===== config.mk =====
export PLATFORM = sky130hd
export DESIGN_NAME = executeStage
export DESIGN_NICKNAME = d
export VERILOG_FILES = /design/src/logic/procPkg.sv /design/src/logic/executeStage.sv
export SDC_FILE = /design/constraint.sdc
export NUM_CORES = 1
export LEC_CHECK = 0
export ABC_AREA = 1
export BUFFER_PORTS_ARGS = -buffer_cell sky130_fd_sc_hd__buf_2
export CORE_ASPECT_RATIO = 1.5
export CORE_UTILIZATION = 48
export DETAILED_ROUTE_END_ITERATION = 8
export PLACE_DENSITY = 0.84
export SYNTH_ARGS = -nofsm -noshare
export SYNTH_HDL_FRONTEND = slang
export SYNTH_SLANG_ARGS = --single-unit

===== constraint.sdc =====
create_clock -name vclk -period 4.7
set_clock_uncertainty 0.2 [all_clocks]
set_input_delay 0.47 -clock vclk [all_inputs]
set_output_delay 0.47 -clock vclk [all_outputs]
set_load 0.01 [all_outputs]

===== src/logic/procPkg.sv =====
/* Shared definitions for the 16-bit pipelined core:
   widths, opcodes, instruction field positions and stage payloads */
`default_nettype none

package procPkg;

   localparam int dataW    = 16;
   localparam int regAddrW = 3;
   localparam int memAddrW = 8;

   // Instruction field positions
   localparam int opHi   = 15;
   localparam int opLo   = 11;
   localparam int rsHi   = 10;
   localparam int rsLo   = 8;
   localparam int rtHi   = 7;
   localparam int rtLo   = 5;
   localparam int rdHi   = 4;
   localparam int rdLo   = 2;
   localparam int funcHi = 1;
   localparam int funcLo = 0;

   // Immediate widths, all right aligned in the word
   localparam int imm5W  = 5;
   localparam int imm8W  = 8;
   localparam int imm11W = 11;

   typedef enum logic [4:0] {
      opHalt  = 5'b00000,
      opNop   = 5'b00001,
      opJ     = 5'b00100,
      opAddi  = 5'b01000,
      opBeqz  = 5'b01100,
      opBnez  = 5'b01101,
      opSt    = 5'b10000,
      opLd    = 5'b10001,
      opLbi   = 5'b11000,
      opRtype = 5'b11011
   } opT;

   typedef enum logic [1:0] {fnAdd, fnSub, fnXor, fnAnd} funcT;

   typedef enum logic [2:0] {aluAdd, aluSub, aluXor, aluAnd, aluPassB} aluOpT;

   typedef struct packed {
      logic               valid;
      logic [dataW-1:0]   pc;
      logic [dataW-1:0]   instr;
   } ifIdT;

   typedef struct packed {
      logic                valid;
      logic [dataW-1:0]    pc;
      opT                  op;
      aluOpT               aluOp;
      logic [dataW-1:0]    srcA;
      logic [dataW-1:0]    srcB;
      logic [dataW-1:0]    storeData;
      logic [dataW-1:0]    imm;
      logic [regAddrW-1:0] destReg;
      logic                regWrite;
      logic                memRead;
      logic                memWrite;
      logic                illegal;
   } idExT;

   typedef struct packed {
      logic                valid;
      logic [dataW-1:0]    aluResult;
      logic [dataW-1:0]    storeData;
      logic [regAddrW-1:0] destReg;
      logic                regWrite;
      logic                memRead;
      logic                memWrite;
      logic                stop;
      logic                illegal;
   } exMemT;

   typedef struct packed {
      logic                valid;
      logic [dataW-1:0]    wbData;
      logic [regAddrW-1:0] destReg;
      logic                regWrite;
      logic                stop;
      logic                illegal;
   } memWbT;

endpackage

`default_nettype wire

===== src/logic/executeStage.sv =====
/* Execute stage: ALU, branch and jump resolution,
   and the fetch stop for HALT or an illegal opcode */
`timescale 1ns/1ps
`default_nettype none

module executeStage (
   input  procPkg::idExT              idIn,
   output procPkg::exMemT             exOut,
   output logic                       redirect,
   output logic [procPkg::dataW-1:0]  redirectPc,
   output logic                       stopFetch
);

   import procPkg::*;

   logic [dataW-1:0] operandB;
   logic [dataW-1:0] aluResult;
   logic             isZero;
   logic             taken;

   // Only register-register ops take the second register
   assign operandB = (idIn.op == opRtype) ? idIn.srcB : idIn.imm;

   always_comb begin
      case (idIn.aluOp)
         aluAdd:  aluResult = idIn.srcA + operandB;
         aluSub:  aluResult = idIn.srcA - operandB;
         aluXor:  aluResult = idIn.srcA ^ operandB;
         aluAnd:  aluResult = idIn.srcA & operandB;
         default: aluResult = operandB;
      endcase
   end

   assign isZero = (idIn.srcA == '0);

   always_comb begin
      taken = 1'b0;
      if (idIn.valid) begin
         case (idIn.op)
            opBeqz:  taken = isZero;
            opBnez:  taken = !isZero;
            opJ:     taken = 1'b1;
            default: taken = 1'b0;
         endcase
      end
   end

   assign redirect   = taken;
   assign redirectPc = idIn.pc + 1'b1 + idIn.imm;
   assign stopFetch  = idIn.valid && (idIn.illegal || idIn.op == opHalt);

   assign exOut.valid     = idIn.valid;
   assign exOut.aluResult = aluResult;
   assign exOut.storeData = idIn.storeData;
   assign exOut.destReg   = idIn.destReg;
   assign exOut.regWrite  = idIn.regWrite;
   assign exOut.memRead   = idIn.memRead;
   assign exOut.memWrite  = idIn.memWrite;
   assign exOut.stop      = stopFetch;
   assign exOut.illegal   = idIn.illegal;

endmodule

`default_nettype wire


==> summary.md, run 1 <==
| Metric | Value |
|---|---|
| Pin count of the biggest net entering global routing | 18 |
| Cell at the slowest stage of the critical path | sky130_fd_sc_hd__fa_1 |
| Hold path depth | 0 |
| Iteration-0 DRC Markers | 93 |
| Minimum clock period after layout | 4.39 ns |
| Syn_nets | 631 |
| Count of clock-net buffers in the final layout | 0 |
| Via count of the first global-routing pass | 3,300 |
| Number of hold buffers added after cts | 0 |
| Sequential fraction of the synthesis area | 0 |
| Worst-margin pin slew | 0.794 ns |
| Sum Neg Setup Slack | 0 ns |
| Total wire length | 8.53 mm |
| Number of setup violations in the final report | 0 |
| Fin crit share | 0.934 |
| Cell taking the most area after synthesis | sky130_fd_sc_hd__ha_1 |
| Slew headroom | 0.466 |
| Kind of cell with the highest combined delay on the critical path | simple AND/OR/NAND/NOR gates |
| Via Count | 3,458 |
| Result of the run | completed |
| Synth area leaders | sky130_fd_sc_hd__ha_1 19%, sky130_fd_sc_hd__nand2_1 14%, sky130_fd_sc_hd__inv_1 9.4%, sky130_fd_sc_hd__xor2_1 7.1%, sky130_fd_sc_hd__a21oi_1 6.6% |
| Sw power | 266 µW |
| Vias/cell | 5.39 |
| Post-synthesis instance area | 2960 µm² |
| Worst endpoint data arrival time | 3.72 ns |
| Setup bufs post-CTS | 0 |
| Top cell type's share of synthesized area | 0.190 |
| Placement Rows | 34 |
| Largest stage delay on the critical path | 0.39 ns |
| Sequential fraction of design power | 0 |
| Critical path startpoint category | input pin |
| Static Leakage | 2.03 nW |
| Total power draw | 445 µW |
| Average wire per standard cell | 13.3 µm |
| Power density over the cells | 131 nW/µm² |
| Post-synthesis average cell area | 6.06 µm² |
| Layout net count | 715 |
| Reg area | 0 µm² |
| Vertical extent of the die | 98.2 µm |
| Number of instances in the synthesized netlist | 488 |
| Cell variety after synth | 36 |
| Dpl cells | 642 |
| Placer congestion estimate | 0.952 |
| Total area of multi-input combinational cells | 2450 µm² |
| Worst-path cell chain | buf_2 > nor2_1 > inv_1 > nor2_2 > inv_1 > nand2_1 > xor2_1 > inv_1 > fa_1 > inv_1 > nand2_1 > nand2_1 > nand2_1 > nand2_1 > inv_1 > o21bai_1 > nand2_1 > nand2_1 > nand2_1 > nand2_1 > nand2_1 > nand3_1 > o211ai_1 > buf_2 |
| Number of logic stages on the critical path including buffering | 24 |
| Area enclosed by the die boundary | 6490 µm² |
| Switching portion of total power | 0.598 |
| Number of slew-limit violations in the final report | 0 |
| Number of routed nets with antenna violations | 0 |
| First-pass GRT wire length | 13.7 mm |
| Share of final-layout standard cells stronger than drive strength 1 | 0.240 |
| Core footprint | 5870 µm² |
| Unrepaired setup endpoints after global routing | no |
| Initial core utilization | 0.504 |
| Total global routing track utilization | 0.258 |
| Antenna violations before repair | 0 |
| N_diodes | 0 |
| Final HPWL DP | 7.44 mm |
| Path category of the worst min-delay check | in -> out |
| Final hold viol count | 0 |
| Filler Cell Count | 616 |
| Leading post-synthesis cells by instance count | 111 x sky130_fd_sc_hd__nand2_1, 74 x sky130_fd_sc_hd__inv_1, 45 x sky130_fd_sc_hd__ha_1, 39 x sky130_fd_sc_hd__a21oi_1, 25 x sky130_fd_sc_hd__buf_4 |
| Max-cap check violation count | 0 |
| Die width | 66.1 µm |
| First element of the critical path | idIn[73] |
| Type of the setup path with the least slack | in -> out |
| Number of standard cells in the layout, taps in and fillers out | 642 |
| Post-place setup slack | 0.348 ns |
| Gate power share | 1.000 |
| 1st-pass router iterations | 4 |
| Overall overflow remaining after global route | 0 |
| Count of sequential standard cells | 0 |
| Count of unresolved DRC violations after routing | 0 |
| CTS-repair resized insts | 0 |
| Last element of the critical path | exOut[36] |
| Max Clk Rate | 0.228 GHz |
| Synth-to-layout area growth | 15.1% |
| Clock Power Share | 0 |
| Most used cell, CP | sky130_fd_sc_hd__nand2_1 |
| Synth warn | 0 |
| Critical-path maximum fanout | 12 |
| Final worst hold slack | 0.740 ns |
| Largest voltage drop on the vdd net | 0.0000736 V |
| Top-count cell post-synth | sky130_fd_sc_hd__nand2_1 |
| Io pins | 155 |
| Post-layout worst setup margin | 0.311 ns |
| Number of I/O port buffers | 111 |
| Pint | 179 µW |
| Endpoint type of the worst setup path | output pin |
| Buffers and inverters on the worst path | 7 |
| Required time worst endpoint | 4.03 ns |
per-stage QoR:
stage	util	instance area, µm²
4_1_cts	0.580	3410
3_5_place_dp	0.580	3410
3_3_place_gp	0.580	3410
2_1_floorplan	-	2960
6_report	0.580	3410
5_1_grt	0.580	3410
cell type report:
cell class                 instances  area share
inverter                          75      0.0826
tap                               72      0.0264
timing repair buffer             115       0.172
multi-input combinational        380       0.719
how the worst min path moves through the flow:
| stage | from | slack, ns | endpoint |
|---|---|---|---|
| floorplan | idIn[74] | 0.82 | redirect |
| global placement | idIn[26] | 0.74 | exOut[11] |
| detailed placement | idIn[26] | 0.74 | exOut[11] |
| CTS | idIn[26] | 0.74 | exOut[11] |
| global route | idIn[32] | 0.74 | exOut[17] |
| finish | idIn[25] | 0.74 | exOut[10] |
logic make-up (layout without fill, tap and decap cells):
family | after synthesis | after routing | share of synthesized area
compound gates | 107 | 107 | 0.225
xor+xnor | 28 | 28 | 0.0829
fa+ha+maj | 47 | 47 | 0.204
buf+inv | 108 | 190 | 0.172
simple gates | 198 | 198 | 0.317
layer usage:
layer	track usage	vias up	share of wire
li1	-	1781	-
met5	0	-	0
met1	0.273	1521	0.38
met2	0.500	117	0.52
met3	0.0222	39	0.050
met4	0.0982	0	0.043
cells in the final DEF, fill, tap and decap left out, drive strengths merged, types with 9 or more instances in the layout:
master and n:
a21oi 39, a22oi 13, buf 115, ha 45, inv 75, nand2 122, nand3 21, nand3b 12
nor2 27, o211ai 9, o21ai 24, xor2 24
power by group through the flow:
stage          clock (mW)  combinational, mW  sequential (mW)
2_1_floorplan           0              0.315                0
3_3_place_gp            0              0.432                0
3_5_place_dp            0              0.440                0
4_1_cts                 0              0.443                0
5_1_grt                 0              0.496                0
6_report                0              0.445                0
No activity file was read; power rests on OpenSTA's default activity.
==> run 2: changes to the inputs <==
--- a/config.mk
+++ b/config.mk
@@ -7,10 +7,10 @@
 export LEC_CHECK = 0
 export ABC_AREA = 1
 export BUFFER_PORTS_ARGS = -buffer_cell sky130_fd_sc_hd__buf_2
-export CORE_ASPECT_RATIO = 1.5
 export CORE_UTILIZATION = 48
 export DETAILED_ROUTE_END_ITERATION = 8
 export PLACE_DENSITY = 0.84
+export SKIP_LAST_GASP = 1
 export SYNTH_ARGS = -nofsm -noshare
 export SYNTH_HDL_FRONTEND = slang
 export SYNTH_SLANG_ARGS = --single-unit
==> run 2 against run 1 <==
  * Total power increased by 0.38%
  * Global-route usage down 0.094 points
  * Combinational power is essentially flat
  * Critical endpoint unchanged
  * Critical path type unchanged
  * Die area down 0.10%
  * Hold slack barely moved
  * Core utilization fell by 0.43 points
  * Count of clock-buffer cells in the layout did not move
  * Critical path depth unchanged
==> summary.md, run 2 (synthesis results as in run 1) <==
| Metric | Value |
|---|---|
| Layout net count | 715 (unchanged) |
| Worst-margin pin slew | 0.601 ns (-0.193 ns) |
| Endpoint type of the worst setup path | output pin |
| Die width | 80.5 µm (+22%) |
| Antenna violations before repair | 0 (unchanged) |
| Required time worst endpoint | 4.03 ns (about the same) |
| Worst-path cell chain | buf_2 > nor2_1 > inv_1 > nor2_2 > inv_1 > nand2_1 > xor2_1 > inv_1 > fa_1 > inv_1 > nand2_1 > nand2_1 > nand2_1 > nand2_1 > inv_1 > o21bai_1 > nand2_1 > nand2_1 > nand2_1 > nand2_1 > nand2_1 > nand3_1 > o211ai_1 > buf_2 |
| Overall overflow remaining after global route | 0 (unchanged) |
| Most frequent cells in the layout | 111 x sky130_fd_sc_hd__nand2_1, 111 x sky130_fd_sc_hd__buf_2, 74 x sky130_fd_sc_hd__inv_1 |
| Total global routing track utilization | 0.257 (-0.000940) |
| Largest stage delay on the critical path | 0.39 ns (about the same) |
| Average wire per standard cell | 13.2 µm (-0.44%) |
| Iteration-0 DRC Markers | 198 (+110%) |
| Path category of the worst min-delay check | in -> out |
| Fin crit share | 0.905 (-0.0291) |
| Most used cell, CP | sky130_fd_sc_hd__nand2_1 |
| Io pins | 155 (unchanged) |
| Synth-to-layout area growth | 15.3% |
| Vias/cell | 5.46 (+1.3%) |
| Count of sequential standard cells | 0 (unchanged) |
| Largest voltage drop on the vdd net | 0.0000711 V (-3.4%) |
| Max Clk Rate | 0.235 GHz (+3.2%) |
| Worst endpoint data arrival time | 3.58 ns (-0.14 ns) |
| Via Count | 3,521 (+1.8%) |
| Power density over the cells | 131 nW/µm² (+0.27%) |
| Number of routed nets with antenna violations | 0 (unchanged) |
| First-pass GRT wire length | 13.5 mm (-1.7%) |
| Final hold viol count | 0 (unchanged) |
| N_diodes | 0 (unchanged) |
| Area enclosed by the die boundary | 6480 µm² (-0.10%) |
| Number of setup violations in the final report | 0 (unchanged) |
| Number of hold buffers added after cts | 0 (unchanged) |
| Reg area | 0 µm² (unchanged) |
| Placement Rows | 28 (-18%) |
| Total wire length | 8.53 mm (about the same) |
| Vertical extent of the die | 80.5 µm (-18%) |
| Max-cap check violation count | 0 (unchanged) |
| Initial core utilization | 0.500 (-0.00426) |
| Result of the run | completed |
| Critical path startpoint category | input pin |
| Number of I/O port buffers | 111 (unchanged) |
| Number of slew-limit violations in the final report | 0 (unchanged) |
| 1st-pass router iterations | 5 (+1) |
| Count of clock-net buffers in the final layout | 0 (unchanged) |
| Slew headroom | 0.595 (+0.129) |
| Filler Cell Count | 608 (-1.3%) |
| Hold wc startpoint | idIn[28] |
| Critical-path maximum fanout | 12 (unchanged) |
| Count of unresolved DRC violations after routing | 0 (unchanged) |
| Share of final-layout standard cells stronger than drive strength 1 | 0.240 (unchanged) |
| Core footprint | 5920 µm² (+0.85%) |
| Unrepaired setup endpoints after global routing | no |
| Final core utilization | 0.576 (-0.00427) |
| Minimum clock period after layout | 4.25 ns (-0.137 ns) |
| Number of standard cells in the layout, taps in and fillers out | 645 (+0.47%) |
| Hold path depth | 0 (unchanged) |
| Dpl cells | 645 (+0.47%) |
| Cell at the slowest stage of the critical path | sky130_fd_sc_hd__fa_1 |
| Via count of the first global-routing pass | 3,235 (-2.0%) |
| Setup bufs post-CTS | 0 (unchanged) |
| CTS-repair resized insts | 0 (unchanged) |
| Destination of the worst hold path | exOut[13] |
| Placer congestion estimate | 0.917 (-3.6%) |
| Type of the setup path with the least slack | in -> out |
| Sum Neg Setup Slack | 0 ns (unchanged) |
| Static Leakage | 2.03 nW (unchanged) |
| Final HPWL DP | 7.42 mm (-0.23%) |
| Total area of multi-input combinational cells | 2450 µm² (unchanged) |
| Pin count of the biggest net entering global routing | 18 (unchanged) |
[run 2: cell counts in the layout (fill, tap and decap cells not counted)]
Identical to the previous run, type by type.
[run 2: worst max-delay path by stage]
stage | cells after the start | slack [ns] | to | start
detailed placement | 24 | 0.49 | exOut[36] | idIn[73]
global placement | 20 | 0.63 | exOut[33] | idIn[74]
global route | 24 | 0.11 | exOut[36] | idIn[73]
floorplan | 22 | 0.99 | exOut[36] | idIn[73]
CTS | 24 | 0.49 | exOut[36] | idIn[73]
finish | 24 | 0.45 | exOut[36] | idIn[73]
[run 2: through the flow]
| step | hold slack, ns | setup WS [ns] | instance area [µm²] | power, mW |
|---|---|---|---|---|
| after detailed placement | 0.740 | 0.486 | 3410 | 0.440 |
| after global placement | 0.740 | 0.627 | 3410 | 0.428 |
| after global routing | 0.740 | 0.112 | 3410 | 0.496 |
| final | 0.740 | 0.448 | 3410 | 0.447 |
| after floorplan | 0.817 | 0.990 | 2960 | 0.315 |
| after CTS | 0.740 | 0.485 | 3410 | 0.442 |
[run 2: layout make-up]
type,count,share of cell area
timing repair buffer,115,0.172
multi-input combinational,380,0.718
inverter,75,0.0825
tap,75,0.0275
[run 2: layer usage]
layer  share of wire  vias to the layer above  track usage  wire, µm
met2            0.50                      134        0.489      4240
met1            0.41                     1582        0.298      3520
met3           0.065                       22       0.0239       557
met5               0                        -            0         0
met4           0.025                        0       0.0750       214
li1                -                     1783            -         -
[run 2: critical path: cells and delay by family]
kind,cells,cell delay [ns]
buffers and inverters,7,0.96
adder cells (fa/ha/maj),1,0.39
XOR/XNOR,1,0.20
AO/OA/AOI/OAI,2,0.31
AND/OR/NAND/NOR,13,1.22
[run 2: report_power, final]
group	total, mW	internal [mW]	switching [mW]	leakage, nW
combinational	0.447	0.179	0.268	2.03
clock	0	0	0	0
sequential	0	0	0	0
==> run 3: changes to the inputs <==
==> constraint.sdc (replaced) <==
create_clock -name vclk -period 4.7
set_clock_uncertainty 0.2 [all_clocks]
set_input_delay 0.47 -clock vclk [all_inputs]
set_output_delay 0.47 -clock vclk [all_outputs]
set_load 0.005 [all_outputs]
==> run 3 against run 2 <==
  * Final cell count up 0.16%
  * Global-route usage is 1.0 points higher
  * Count of clock-buffer cells in the layout unchanged
  * Non-clock buffer count rose by 1
  * Routed wire length rose by 0.28%
==> summary.md, run 3 (synthesis results as in run 1) <==
| Metric | Value |
|---|---|
| Result of the run | completed |
| Type of the setup path with the least slack | in -> out |
| Placement Rows | 28 (unchanged) |
| Average wire per standard cell | 13.2 µm (+0.13%) |
| Required time worst endpoint | 4.03 ns (about the same) |
| Slew headroom | 0.661 (+0.0651) |
| Sum Neg Setup Slack | 0 ns (unchanged) |
| Via count of the first global-routing pass | 3,281 (+1.4%) |
| Worst-margin pin slew | 0.505 ns (-0.0967 ns) |
| First-pass GRT wire length | 14.2 mm (+5.4%) |
| Reg area | 0 µm² (unchanged) |
| Setup bufs post-CTS | 0 (unchanged) |
| Area enclosed by the die boundary | 6480 µm² (unchanged) |
| Iteration-0 DRC Markers | 161 (-19%) |
| Number of I/O port buffers | 111 (unchanged) |
| Max-cap check violation count | 0 (unchanged) |
| Endpoint type of the worst setup path | output pin |
| N_diodes | 0 (unchanged) |
| Metal1 wirelength | 3.60 mm (+2.4%) |
| Minimum clock period after layout | 4.17 ns (-0.0852 ns) |
| Static Leakage | 2.03 nW (+0.22%) |
| Via Count | 3,467 (-1.5%) |
| Initial core utilization | 0.500 (unchanged) |
| Post-layout worst setup margin | 0.533 ns (+0.0852 ns) |
| Io pins | 155 (unchanged) |
| 1st-pass router iterations | 5 (unchanged) |
| Final HPWL DP | 7.42 mm (about the same) |
| Max Clk Rate | 0.240 GHz (+2.0%) |
| Core footprint | 5920 µm² (unchanged) |
| Highest metal layer with signal wires | met4 |
| Fin crit share | 0.887 (-0.0181) |
| Power density over the cells | 125 nW/µm² (-4.9%) |
| Largest voltage drop on the vdd net | 0.0000619 V (-13%) |
| Vertical extent of the die | 80.5 µm (unchanged) |
| Overall overflow remaining after global route | 0 (unchanged) |
| Die width | 80.5 µm (unchanged) |
| Filler Cell Count | 588 (-3.3%) |
| Met3 layer wire length in the routed design | 606 µm (+8.8%) |
| Number of setup violations in the final report | 0 (unchanged) |
| Critical path startpoint category | input pin |
| Count of clock-net buffers in the final layout | 0 (unchanged) |
| Count of sequential standard cells | 0 (unchanged) |
| Unrepaired setup endpoints after global routing | no |
| Total global routing track utilization | 0.267 (+0.0102) |
| Number of slew-limit violations in the final report | 0 (unchanged) |
| Final hold viol count | 0 (unchanged) |
| Post-layout instance area | 3420 µm² (+0.22%) |
| Instance area after placement | 3420 µm² (+0.22%) |
| Worst endpoint data arrival time | 3.50 ns (-0.08 ns) |
| Routed wl met2 | 4.15 mm (-2.2%) |
| CTS-repair resized insts | 0 (unchanged) |
| Most frequent cells in the layout | 111 x sky130_fd_sc_hd__nand2_1, 111 x sky130_fd_sc_hd__buf_2, 74 x sky130_fd_sc_hd__inv_1 |
| Vias/cell | 5.37 (-1.7%) |
| Critical-path maximum fanout | 17 (+5) |
| Total wire length | 8.55 mm (+0.28%) |
| Antenna violations before repair | 0 (unchanged) |
| Synth-to-layout area growth | 15.5% |
| Number of routed nets with antenna violations | 0 (unchanged) |
| Path category of the worst min-delay check | in -> out |
| Number of hold buffers added after cts | 0 (unchanged) |
| Share of final-layout standard cells stronger than drive strength 1 | 0.242 (+0.00133) |
| Total area of multi-input combinational cells | 2450 µm² (unchanged) |
| Count of unresolved DRC violations after routing | 0 (unchanged) |
| Post-place setup slack | 0.578 ns (+0.0916 ns) |
| Layout net count | 716 (+0.14%) |
| Placer congestion estimate | 0.938 (+2.2%) |
| Pin count of the biggest net entering global routing | 18 (unchanged) |
run 3: changes by cell type in the layout (fill, tap and decap cells not counted), sizes merged:
| cell | before | now |
|---|---|---|
| buf | 115 | 116 |
run 3: through the flow:
step           utilization  power [mW]  hold WS, ns  std cells
5_1_grt              0.577       0.482        0.740        646
3_3_place_gp         0.577       0.411        0.740        646
2_1_floorplan            -       0.291        0.791        488
4_1_cts              0.577       0.422        0.740        646
6_report             0.577       0.426        0.740        646
3_5_place_dp         0.577       0.419        0.740        646
run 3: final cells by class:
cell class	instances	area share
Inverter	75	0.0824
Multi-Input combinational cell	380	0.717
Tap cell	75	0.0275
Timing Repair Buffer	116	0.173
run 3: path summary, 6_finish.rpt:
check,cells after the start,from,end,slack (ns)
worst max-delay path,20,idIn[74],exOut[33],0.53
worst min-delay path,0,idIn[28],exOut[13],0.74
run 3: power by group:
| group | switching (mW) | total, mW | leakage (nW) | internal [mW] |
|---|---|---|---|---|
| registers | 0 | 0 | 0 | 0 |
| clock network | 0 | 0 | 0 | 0 |
| logic | 0.247 | 0.426 | 2.03 | 0.178 |
run 3: worst max-delay path: stages:
cell and delay [ns]:
sky130_fd_sc_hd__buf_2 0.12, sky130_fd_sc_hd__nand2_2 0.09, sky130_fd_sc_hd__nor2_8 0.22, sky130_fd_sc_hd__nand2_4 0.16, sky130_fd_sc_hd__nand2_1 0.11, sky130_fd_sc_hd__nand2_2 0.09, sky130_fd_sc_hd__nor2_2 0.21, sky130_fd_sc_hd__nand2_1 0.11
sky130_fd_sc_hd__nand2_1 0.09, sky130_fd_sc_hd__xor2_1 0.17, sky130_fd_sc_hd__ha_1 0.29, sky130_fd_sc_hd__a21oi_1 0.22, sky130_fd_sc_hd__a21boi_0 0.31, sky130_fd_sc_hd__o21ai_0 0.18, sky130_fd_sc_hd__inv_1 0.08, sky130_fd_sc_hd__nor2_1 0.04
sky130_fd_sc_hd__o21ai_0 0.14, sky130_fd_sc_hd__nand2_1 0.07, sky130_fd_sc_hd__o21bai_1 0.17, sky130_fd_sc_hd__buf_2 0.14
run 3: layer usage:
metal / vias to the layer above / global-route usage
met5: - / 0
met4: 0 / 0.0768
met3: 25 / 0.0432
met2: 143 / 0.482
met1: 1520 / 0.320
li1: 1779 / -
